==> config.mk <==
export PLATFORM = sky130hd
export DESIGN_NAME = row_fifo
export DESIGN_NICKNAME = d
export VERILOG_FILES = /design/src/logic/sa_pkg.sv /design/src/logic/row_fifo.sv
export SDC_FILE = /design/constraint.sdc
export NUM_CORES = 1
export LEC_CHECK = 0
export BUFFER_PORTS_ARGS = -buffer_cell sky130_fd_sc_hd__buf_2
export CAP_MARGIN = 25
export CORE_UTILIZATION = 30
export CTS_BUF_LIST = sky130_fd_sc_hd__clkbuf_16
export DETAILED_ROUTE_END_ITERATION = 10
export GPL_TIMING_DRIVEN = 0
export PLACE_DENSITY = 0.45
export SYNTH_ARGS = -nofsm -noshare
export SYNTH_HDL_FRONTEND = slang
export SYNTH_SLANG_ARGS = --single-unit
==> constraint.sdc <==
create_clock -name clk -period 3.7 [get_ports clk]
set_input_delay 0 -clock clk [delete_from_list [all_inputs] [get_ports clk]]
set_output_delay 0 -clock clk [all_outputs]
set_load 0.01 [all_outputs]
==> src/logic/sa_pkg.sv <==
`default_nettype none

// shared sizes and row types for the result-unloading path
package sa_pkg;

    // one mac lane per output word
    localparam int lanes = 8;

    // signed operand width
    localparam int act_w = 8;

    // accumulator width, also the egress word width
    localparam int lane_w = 64;

    // full result row
    localparam int row_w = lanes * lane_w;

    // default number of rows the buffer can hold
    localparam int def_depth = 4;

    // eight operands per beat
    // lane i sits at bits 8i and up
    // elements read unsigned, so lanes apply $signed themselves
    typedef logic [lanes-1:0][act_w-1:0] opvec_t;

    // one finished row, lane i at bits 64i and up
    typedef logic [lanes-1:0][lane_w-1:0] row_t;

    // one egress word
    typedef logic [lane_w-1:0] word_t;

endpackage

`default_nettype wire

==> src/logic/row_fifo.sv <==
`timescale 1ns/1ns
`default_nettype none

// show-ahead circular buffer
// oldest entry always visible at head
// every pop returns one credit on the next cycle
module row_fifo #(
    parameter int  DEPTH  = sa_pkg::def_depth,
    parameter type data_t = logic
) (
    input  logic  clk,
    input  logic  reset,
    input  logic  push,
    input  data_t push_data,
    input  logic  pop,
    output data_t head,
    output logic  empty,
    output logic  credit
);

    // one-entry buffer still needs a pointer bit
    localparam int ptr_w = (DEPTH > 1) ? $clog2(DEPTH) : 1;
    localparam int cnt_w = $clog2(DEPTH + 1);

    data_t            mem [DEPTH];
    logic [ptr_w-1:0] wr_ptr_q;
    logic [ptr_w-1:0] rd_ptr_q;
    logic [cnt_w-1:0] count_q;
    logic             credit_q;
    logic             full;

    assign empty  = (count_q == '0);
    assign full   = (count_q == cnt_w'(DEPTH));
    assign head   = mem[rd_ptr_q];
    assign credit = credit_q;

    // storage, written at the edge so head shows it next cycle
    always_ff @(posedge clk) begin
        if (push) begin
            mem[wr_ptr_q] <= push_data;
        end
    end

    always_ff @(posedge clk) begin
        if (reset) begin
            wr_ptr_q <= '0;
            rd_ptr_q <= '0;
            count_q  <= '0;
            credit_q <= 1'b0;
        end else begin
            // pointers wrap by compare, depth need not be a power of two
            if (push) begin
                if (wr_ptr_q == ptr_w'(DEPTH - 1)) begin
                    wr_ptr_q <= '0;
                end else begin
                    wr_ptr_q <= wr_ptr_q + 1'b1;
                end
            end

            if (pop) begin
                if (rd_ptr_q == ptr_w'(DEPTH - 1)) begin
                    rd_ptr_q <= '0;
                end else begin
                    rd_ptr_q <= rd_ptr_q + 1'b1;
                end
            end

            case ({push, pop})
                2'b10:   count_q <= count_q + 1'b1;
                2'b01:   count_q <= count_q - 1'b1;
                default: count_q <= count_q;
            endcase

            // one credit per entry freed
            credit_q <= pop;
        end
    end

    // producer credit count should keep this from firing
    a_no_overflow: assert property (@(posedge clk) disable iff (reset)
        push |-> !full);

    a_no_underflow: assert property (@(posedge clk) disable iff (reset)
        pop |-> !empty);

endmodule

`default_nettype wire

---- Word level (Yosys, flattened, before mapping) ----
Memories as Yosys holds them, arrays and structs flattened. A register that Yosys moved wholly into a read port is not among the register bits.
Index checks and enable logic that the tools add are counted.
word-level totals
  register bits ........................... 8
  memory bits (writable) .................. 4
  input bits .............................. 5
  output and inout bits ................... 3
  logic and storage cells ................. 22
  memories ................................ 1
operators by class
  $add $sub $neg .......................... 4
  equal/unequal tests ..................... 4
  muxes and demuxes ....................... 7
  reductions and logical operators ........ 2
memories
  name  words  bits a word  rd ports  clocked after memory_dff  wr ports  line            RTL
  mem   4      1            1         1                         1         row_fifo.sv:25  data_t mem [DEPTH];
operator list
  cell                                                                 count
  2-bit 2-to-1 mux                                                     4
  2-bit == test (second input constant)                                3
  3-bit one-hot mux with 2 select lines                                1
  2-bit by 1-bit adder with 2-bit output (second input constant)       2
  3-bit by 1-bit adder with 3-bit output (second input constant)       1
  3-bit zero test                                                      1
  3-bit by 1-bit subtractor with 3-bit output (second input constant)  1
  2-bit by 1-bit == test with 1-bit output (second input constant)     1
  1-bit 2-to-1 mux                                                     2
  2-bit nonzero test                                                   1

---- Longest topological paths before layout ----
  word-level depth ........................ 4
  depth in mapped cells ................... 7
  gate-level depth less buffers ........... 7

---- Least setup slack after synthesis ----
Ideal clock, no wire load.
  kind .................................... reg2reg
  start point ............................. register count_q[0]
  end point ............................... register count_q[2]
  setup time .............................. 0.070 ns
  data arrival time ....................... 1.382 ns
  data required time ...................... 3.630 ns
  slack ................................... 2.247 ns
  cell stages (with the launch flop) ...... 6
  path buffers ............................ 0
  clock period less this slack ............ 1.453 ns
  cells stage by stage .................... dfxtp_1 inv_1 fa_1 xor2_1 or3_1 a21oi_1
on the way
  word-level cells in the longest chain between the ends .. 2
  elaborated cells between the ends (all ways) .. 3
  those cells by class .................... add/sub: 2; mux: 1
ends and longest elaborated chain
  element                                                                                                line                            RTL
  start, declared                                                                                        row_fifo.sv:28                  logic [cnt_w-1:0] count_q;
  start signal, assigned                                                                                 row_fifo.sv:69                  2'b10: count_q <= count_q + 1'b1;
  start signal, assigned                                                                                 row_fifo.sv:70                  2'b01: count_q <= count_q - 1'b1;
  start signal, assigned                                                                                 row_fifo.sv:71                  default: count_q <= count_q;
  3-bit by 1-bit subtractor with 3-bit output or 3-bit by 1-bit adder with 3-bit output (tied branches)  row_fifo.sv:70, row_fifo.sv:69
  3-bit one-hot mux with 2 select lines (*)                                                              row_fifo.sv:68                  case ({push, pop})
Every way passes the cells marked *; elsewhere a longest branch is shown, timed or not.
A chain may end at the register's enable or synchronous reset.

---- Worst setup path in the final report ----
Same ends and word-level chain as after synthesis.

==> results.ini <==
[worst_setup_path]
cp.required_ps=3870
r2r_cells=5
cp_slowest_stage_delay_ps=430
arrival_ps=1680
worstPathCellList=inv_1 > fa_1 > xor2_1 > or3_1 > a21oi_1
setup.worst_path.end_class=flop
path_max_fanout=3
crit_path_top_delay_cell=fa_1
cp_top_family=adder cells
path_depth=5
critPathLaunchType=flop
critPathKind=reg -> reg
critical_path_buf_inv_count=1

[grt]
antenna_found_initial=0
first_global_vias=305
grt_usage_pct=9.42
grt_max_degree=9
grt_pass1_wl_um=1320
grt_overflow=0

[final_layout]
drive_gt1_share_pct=15.2
final_common_cell=dfxtp_1
layout_common_cells=dfxtp_1, inv_1, nor2_1, ha_1, buf_2
antenna_cells=0
nets=79
stdcell_count=91
final_cell_area_um2=762
synthToLayoutAreaGrowth_pct=24.5

[timing]
worst_pin_slew_ps=357
worst_clock_skew_ps=3.69
worst_slack_ps=2180
rsz0062_at_grt=false
final_max_slew_viol_count=0
fin_tns_setup_ps=0
slew_headroom_pct=76.2
setup_violations=0
period_needed_ps=1520
max_freq_ghz=0.660
hold_viol=0
period_share_pct=40.9

[run]
cap_violations=0

[logic_synthesis]
synth_cells=55
syn_area_um2=612
yosysWarnings=0
syn_avg_cell_area_um2=11.1
ys_seq_area_share_pct=52.4
ys_seq_elements=14
synth_nets=67
synth.distinct_cells=16

[place]
port-buffer-count=6
hpwl_um=609
dp_slack_ps=2180
gp_congestion=0.647
place_area_um2=673
placedCellCount=86

[die]
start_util_pct=33.6
boundaryPins=8
die_w_um=47.2
rows=15
die_height_um=47.2
core_area_um2=1820
dieArea_um2=2220

[clocking]
cts_setup_buffers=0
cts_buffer_depth=2
cts_tree=yes
cts.hold.buffers_added=1
root_buffer=clkbuf_16
worstSkewPairLatency_ps=240
ctsResizeCount=0
cts_htree_levels=1
numCtsBuffers=3
clk_pin_slew_ps=40
cts_sinks=14

[drt]
wl_um=797
drtIter0Drc=0
vias_per_cell=4.19
via_count=381
ant_nets=0
drc=0
drt-pass1-iter-count=1
route.detailed.wl_per_inst_um=8.76

[power_and_ir_drop]
power_density_nw_per_um2=555
ir_drop_mv=0.252
p_leak_uw=0.000332

[hold_path]
whs_path_depth=3
hold_class=in -> reg

[outcome]
status=finished clean

## layout make-up
class	count	area, um2
Clock buffer	3	75.1
Buffer	1	3.75
Sequential cell	14	320
Tap cell	25	31.3
Clock inverter	1	3.75
Inverter	7	26.3
Multi-Input combinational cell	33	262
Timing Repair Buffer	7	40.0
Fill cell	188	1060
## routing by layer
metal | vias up | routed length (um) | global-route usage (%)
li1 | 200 | - | -
met1 | 173 | 402 | 11.2
met2 | 6 | 344 | 12.2
met3 | 2 | 39 | 5.77
met4 | 0 | 10 | 6.86
met5 | - | 0 | 0
## worst reg2reg max path: cells and delay by family (launching register included)
kind	cells	cell delay, ps
flip-flops	1	350
AND/OR/NAND/NOR	1	300
XOR/XNOR	1	160
adder cells (fa/ha/maj)	1	430
buffers and inverters	1	70
AO/OA/AOI/OAI	1	130
## cells in the mapped netlist (all sizes together)
cell    count  share of area, %
dfxtp      10                33
nor2        8               4.9
inv         7               4.3
ha          6                12
a21oi       4               3.3
and2        4               4.1
edfxtp      4                20
mux2i       2               3.3
nor3b       2               2.5
xor2        2               2.9
clkbuf      1              0.61
fa          1               3.3
mux4        1               3.7
nor3        1              0.82
o21ai       1              0.82
or3         1               1.0
## logic make-up after synthesis
group,after synthesis,share of synthesized area [%]
simple gates,16,13.3
flops,14,52.4
buf+inv,8,4.91
fa+ha+maj,7,15.5
compound gates,5,4.09
mux,3,6.95
xor+xnor,2,2.86
## power breakdown
part	internal [uW]	total [uW]	switching, uW
logic	23.2	47.6	24.5
registers	170	178	7.48
clock network	142	197	55.2
total	336	423	87.2
## path summary, 6_finish.rpt
kind                                              start                      end  slack [ps]
worst max register to register  count_q[0]$_SDFFE_PP0P_  count_q[2]$_SDFFE_PP0P_        2180
worst min register to register  count_q[2]$_SDFFE_PP0P_  count_q[2]$_SDFFE_PP0P_         500
worst min-delay path                                pop        credit$_SDFF_PP0_          50
worst max-delay path            count_q[0]$_SDFFE_PP0P_  count_q[2]$_SDFFE_PP0P_        2180
## stage by stage
stage / power (uW) / utilization, % / hold WS (ps)
after floorplan: 214 / - / 98.9
after global placement: 228 / 37.0 / 223
after detailed placement: 228 / 37.0 / 230
after CTS: 430 / 41.9 / 51.5
after global routing: 451 / 41.9 / 56.4
final: 423 / 41.9 / 51.7
Power figures use the tool's default switching activity.
