==> src/logic/sa_pkg.sv <==
`default_nettype none

// shared sizes and row types for the result-unloading path
package sa_pkg;

    // one mac lane per output word
    localparam int lanes = 8;

    // signed operand width
    localparam int act_w = 8;

    // accumulator width, also the egress word width
    localparam int lane_w = 64;

    // full result row
    localparam int row_w = lanes * lane_w;

    // default number of rows the buffer can hold
    localparam int def_depth = 4;

    // eight operands per beat
    // lane i sits at bits 8i and up
    // elements read unsigned, so lanes apply $signed themselves
    typedef logic [lanes-1:0][act_w-1:0] opvec_t;

    // one finished row, lane i at bits 64i and up
    typedef logic [lanes-1:0][lane_w-1:0] row_t;

    // one egress word
    typedef logic [lane_w-1:0] word_t;

endpackage

`default_nettype wire

==> src/logic/mac_row_array.sv <==
`timescale 1ns/1ns
`default_nettype none

// eight signed mac lanes
// each accepted beat adds act*wgt per lane
// the last beat of a tile moves the sums into a holding row
module mac_row_array #(
    parameter int DEPTH = sa_pkg::def_depth
) (
    input  logic           clk,
    input  logic           reset,
    input  logic           in_valid,
    input  logic           in_last,
    input  sa_pkg::opvec_t in_act,
    input  sa_pkg::opvec_t in_wgt,
    output logic           in_ready,
    output logic           push,
    output sa_pkg::row_t   push_data,
    input  logic           credit
);

    import sa_pkg::*;

    localparam int cnt_w = $clog2(DEPTH + 1);

    // running sums, one per lane
    logic signed [lane_w-1:0]  acc_q [lanes];
    // this beat's products and the sums they give
    logic signed [2*act_w-1:0] prod [lanes];
    logic signed [lane_w-1:0]  sum [lanes];

    // finished row waiting for a credit
    row_t             hold_q;
    logic             hold_valid_q;

    // free slots in the row buffer
    logic [cnt_w-1:0] credit_cnt_q;

    logic             accept;

    always_comb begin
        for (int i = 0; i < lanes; i++) begin
            prod[i] = $signed(in_act[i]) * $signed(in_wgt[i]);
            // sign extend the 16-bit product to accumulator width
            sum[i] = acc_q[i] + {{(lane_w - 2*act_w){prod[i][2*act_w-1]}}, prod[i]};
        end
    end

    // push needs a held row and at least one free slot
    assign push      = hold_valid_q && (credit_cnt_q != '0);
    assign push_data = hold_q;

    // stall the source only while a finished row is stuck
    assign in_ready  = !hold_valid_q || push;
    assign accept    = in_valid && in_ready;

    always_ff @(posedge clk) begin
        if (reset) begin
            acc_q        <= '{default: '0};
            hold_valid_q <= 1'b0;
            credit_cnt_q <= cnt_w'(DEPTH);
        end else begin
            if (accept) begin
                for (int i = 0; i < lanes; i++) begin
                    // clear on tile end, next tile starts at zero
                    acc_q[i] <= in_last ? '0 : sum[i];
                end
            end

            if (accept && in_last) begin
                hold_valid_q <= 1'b1;
            end else if (push) begin
                hold_valid_q <= 1'b0;
            end

            // push and return in the same cycle cancel out
            case ({push, credit})
                2'b10:   credit_cnt_q <= credit_cnt_q - 1'b1;
                2'b01:   credit_cnt_q <= credit_cnt_q + 1'b1;
                default: credit_cnt_q <= credit_cnt_q;
            endcase
        end
    end

    // completed sums, captured with the last beat
    always_ff @(posedge clk) begin
        if (accept && in_last) begin
            for (int i = 0; i < lanes; i++) begin
                hold_q[i] <= sum[i];
            end
        end
    end

    // buffer must never hand back more slots than it has
    a_credit_max: assert property (@(posedge clk) disable iff (reset)
        credit_cnt_q <= cnt_w'(DEPTH));

endmodule

`default_nettype wire

==> config.mk <==
export PLATFORM = sky130hd
export DESIGN_NAME = mac_row_array
export DESIGN_NICKNAME = d
export VERILOG_FILES = /design/src/logic/sa_pkg.sv /design/src/logic/mac_row_array.sv
export SDC_FILE = /design/constraint.sdc
export NUM_CORES = 2
export LEC_CHECK = 0
export BUFFER_PORTS_ARGS = -buffer_cell sky130_fd_sc_hd__buf_2
export CAP_MARGIN = 20
export CORE_ASPECT_RATIO = 0.6
export CORE_MARGIN = 3
export CORE_UTILIZATION = 55
export DETAILED_ROUTE_END_ITERATION = 8
export PLACE_DENSITY = 0.74
export SLEW_MARGIN = 20
export SYNTH_ARGS = -nofsm -noshare
export SYNTH_HDL_FRONTEND = slang
export SYNTH_SLANG_ARGS = --single-unit
==> constraint.sdc <==
create_clock -name clk -period 18.3 [get_ports clk]
set_input_delay 5.49 -clock clk [delete_from_list [all_inputs] [get_ports clk]]
set_output_delay 5.49 -clock clk [all_outputs]
set_load 0.01 [all_outputs]
; ---- After elaboration in Yosys (flattened, before gate mapping)
; Cells that the tools add are included.
[word_totals]
out_inout_bits = 514
wordCells = 57
register_bits = 1028
inputBits = 133
[op_classes]
reduce_logical = 8
n_mul = 8
add_sub_neg = 10
muxes = 11
eq_ne = 2
[ops]
columns = cell, n
row1 = $add A64 B64 Y64, 8
row2 = $mux W64, 8
row3 = $mul A8 B8 Y16, 8
row4 = $pmux W3 S2, 1
row5 = $reduce_bool A2 Y1, 2
row6 = $add A3 B1 Y3 const B, 1
row7 = $logic_and A1 B1 Y1, 3
row8 = $reduce_bool A3 Y1, 1
row9 = $sub A3 B1 Y3 const B, 1
row10 = $eq A2 B1 Y1 const B, 1
row11 = $eq A2 B2 Y1 const B, 1
row12 = $mux W1, 2
row13 = $logic_not A1 Y1, 1
row14 = $logic_or A1 B1 Y1, 1

; ---- Depth between registers and ports, before layout
[logic_depth]
depth_word = 6
mapped_depth = 35
depth_no_buf = 33

; ---- Worst setup path before layout
; OpenSTA, ideal clock, no wires.
[synth_timing]
path_kind = input -> register
start = input in_valid
end = register hold_q (netlist bit push_data[0]), enable pin
t_arrival_ns = 16.040
n_path_buf = 2
path_stages = 5
setup_ns = 0.858
required_time_ns = 17.442
setup_slack_ns = 1.402
cell_sequence = and2_1 clkbuf_1 clkbuf_1 nand2_1 inv_1
[synth_via]
elab_chain_len = 2
[synth_lines]
columns = item, line
row1 = start: declaration, mac_row_array.sv:12  ; input logic in_valid,
row2 = $logic_and A1 B1 Y1, mac_row_array.sv:55  ; assign accept = in_valid && in_ready;
row3 = $logic_and A1 B1 Y1, mac_row_array.sv:87  ; if (accept && in_last) begin
row4 = end signal: indexed assignment, mac_row_array.sv:89  ; hold_q[i] <= sum[i];
row5 = end: declaration, mac_row_array.sv:33  ; row_t hold_q;
; No other way between the ends.
; A chain may end at the register's enable or synchronous reset.

==> impl_metrics.ini <==
[critical_path]
critPathRequiredTime_ps = 18770
path_buf_inv = 7
worst_path_dominant_cell_family = adder cells
worst_ep_arrival_time_ps = 13870
timing_worst_setup_path_type = input pin to flop
cpMaxStageDelayCell = sky130_fd_sc_hd__o31ai_1
regToRegStartpoint = acc_q[448]
end_kind = flop
critical_path_peak_fanout = 56
timing.critical_path.slowest_cell_delay_ps = 700
reg2reg_slack_ps = 13580
start_kind = input pin
crit-reg2reg-capture = acc_q[504]
timing.reg2reg.worst_path_depth = 14

[finish]
syn_to_final_growth_pct = 10.32
drive_gt1_share_pct = 10.21
nets_finish = 10590

[logic_synthesis]
yosysMostFrequentCell = sky130_fd_sc_hd__inv_1
synthesis.yosys.warnings = 0
netlist_area_um2 = 82050
synthesis.nets = 10120
synth-main-ff-cell = sky130_fd_sc_hd__dfxtp_1
postSynthCellCount = 8753
ys_top_cells_by_area = sky130_fd_sc_hd__edfxtp_1 (19%), sky130_fd_sc_hd__dfxtp_1 (13%), sky130_fd_sc_hd__ha_1 (12%)
synth_edf_count = 512
post_synth.cell_area_avg_um2 = 9.374
synth_sequential_area_ratio_pct = 31.33
yosysTopAreaCellShare_pct = 18.74
yosys_register_bits = 1028
postSynth.asyncResetShare_pct = 0
synthTopCellsByCount = sky130_fd_sc_hd__inv_1 (878), sky130_fd_sc_hd__ha_1 (785), sky130_fd_sc_hd__a21oi_1 (639)
synth_cell_type_count = 98
post-synth-top-area-cell = sky130_fd_sc_hd__edfxtp_1

[hold_path]
min_to = acc_q[318]
hold_depth = 2
hold_class = flop to flop
min_from = acc_q[318]

[grt]
groute.layer.met1.usage_pct = 45.47
globalRoute.totalOverflow = 0
global_route.usage.met2_pct = 43.97
initial_antenna_violation_count = 12
grt_usage_pct = 30.18
globalRouteMet3Util_pct = 5.477
first_global_vias = 64840
grt_start_max_net_pins = 116
grt_first_pass_wirelength_um = 373000
grt_most_used_layer = met1

[routing]
route.antenna.remaining_nets = 0
vias = 67800
drt_wl_cell_um = 21.15
drt_iter0_markers = 6508
drt-vias-per-instance = 5.992
routed_wl_um = 239300
drc_errors = 0
drt-pass1-iter-count = 6

[clock_network]
clk-insertion-delay-late_ps = 740
post-cts-setup-buffer-count = 0
cts-root-to-sink-buffers = 3
cts_hold_buffers = 0
cts_inserted_buffers = 101
cts.htree.levels = 3
cts.sink_count = 1028
ctsResizeCount = 0
tritoncts = done
clk_pin_slew_worst_paths_ps = 70
ctsRootBufferMaster = sky130_fd_sc_hd__clkbuf_16

[floorplanning]
fp.dieH_um = 305.2
floorplan.io_pins = 647
initial_core_util_pct = 55.55
coreArea_um2 = 147700
die-area_um2 = 154000
fp.dieW_um = 504.6
placementRows = 109

[timing]
timing.fmax_mhz = 74.65
final_cycle_share_pct = 73.20
finalMaxSlewViolations = 0
setup_violations = 0
max_slew.worst_pin.slew_ps = 1124
rsz0062_at_grt = false
hold_viol_final = 0
tns_ps = 0
slew_margin_rel_pct = 25.08
final_setup_skew_ps = 22.58
period_needed_ps = 13400

[place]
portBuffers = 646
gp_congestion = 1.010
hpwl_reported_at_the_end_of_detailed_placement_um = 182900

[status]
run_status = finished, final reports clean

[job]
max_cap_violations = 0
[cells by family after synthesis]
| family | after synthesis | share of synthesized area (%) |
|---|---|---|
| xor gates and xnor gates | 605 | 6.458 |
| AOI/OAI and AO/OA | 2407 | 19.80 |
| buffers and inverters | 1192 | 5.470 |
| muxes | 26 | 0.3599 |
| adders and majority gates | 1234 | 22.93 |
| and+or+nand+nor | 2261 | 13.66 |
| DFF | 1028 | 31.33 |
[final cells by class]
cell class	count	area (um2)
sequential	1028	25700
antenna	7	17.52
fill	12520	57180
timing repair buffer	683	3533
tap	1998	2500
clock buffer	121	2703
clock inverter	68	820.8
multi-input combinational	6533	51930
inverter	878	3303
[registers in the layout, indices dropped and copies added (netlist names)]
| name | flops |
|---|---|
| push_data | 512 |
| credit_cnt_q | 3 |
| acc_q | 512 |
| hold_valid_q | 1 |
[per-layer routing]
metal,vias up,part of all wire (%)
met4,0,3.4
met3,345,8.1
met5,-,0
met2,2713,42
li1,31900,-
met1,32840,47
[how the worst max path moves through the flow]
stage / startpoint / to / slack, ps / cells after the start
after floorplan: in_valid / push_data[0] / 1400 / 5
after global placement: in_act[45] / push_data[380] / 4450 / 29
after detailed placement: in_act[45] / push_data[380] / 4370 / 29
after CTS: in_act[45] / push_data[380] / 5140 / 29
after global routing: in_wgt[42] / push_data[380] / 4610 / 29
final: in_act[45] / push_data[380] / 4900 / 29
[placed cells by master, fill, tap and decap left out, types with 278 or more instances in the layout]
cell type / synthesis / final
sky130_fd_sc_hd__nor2_1: 606 / 604
sky130_fd_sc_hd__o21ai_0: 318 / 318
sky130_fd_sc_hd__dfxtp_1: 516 / 516
sky130_fd_sc_hd__a21oi_1: 639 / 639
sky130_fd_sc_hd__a21o_1: 320 / 320
sky130_fd_sc_hd__ha_1: 785 / 785
sky130_fd_sc_hd__fa_1: 449 / 449
sky130_fd_sc_hd__xnor2_1: 428 / 422
sky130_fd_sc_hd__a22oi_1: 278 / 278
sky130_fd_sc_hd__buf_2: 10 / 645
sky130_fd_sc_hd__nand2_1: 521 / 520
sky130_fd_sc_hd__inv_1: 878 / 874
sky130_fd_sc_hd__and2_1: 406 / 405
sky130_fd_sc_hd__edfxtp_1: 512 / 512
[worst register-to-register path, cell delays in order (launching register included)]
cell	delay, ps
sky130_fd_sc_hd__dfxtp_1	330
sky130_fd_sc_hd__ha_1	170
sky130_fd_sc_hd__inv_1	60
sky130_fd_sc_hd__fa_1	490
sky130_fd_sc_hd__nor2b_1	170
sky130_fd_sc_hd__o21ai_0	160
sky130_fd_sc_hd__a21o_1	270
sky130_fd_sc_hd__a2111oi_0	770
sky130_fd_sc_hd__and3_1	340
sky130_fd_sc_hd__o211ai_1	180
sky130_fd_sc_hd__a211oi_1	360
sky130_fd_sc_hd__or2_1	300
sky130_fd_sc_hd__a31oi_1	140
sky130_fd_sc_hd__xnor2_1	650
sky130_fd_sc_hd__a22o_1	260
[stage by stage]
step	worst slack (ps)	util [%]	area, um2	std cells	hold WS [ps]
final	4904	61.28	90520	11320	464.1
after CTS	5142	61.27	90500	11310	472.1
after detailed placement	4368	58.89	86970	11120	454.2
after global routing	4607	61.28	90510	11320	489.2
after global placement	4450	58.89	86970	11120	451.1
after floorplan	1402	-	82050	8753	431.8
Power is left out: the tool's default activity adds up to more than one toggle a clock period on the data nets, which glitch-free logic cannot reach.
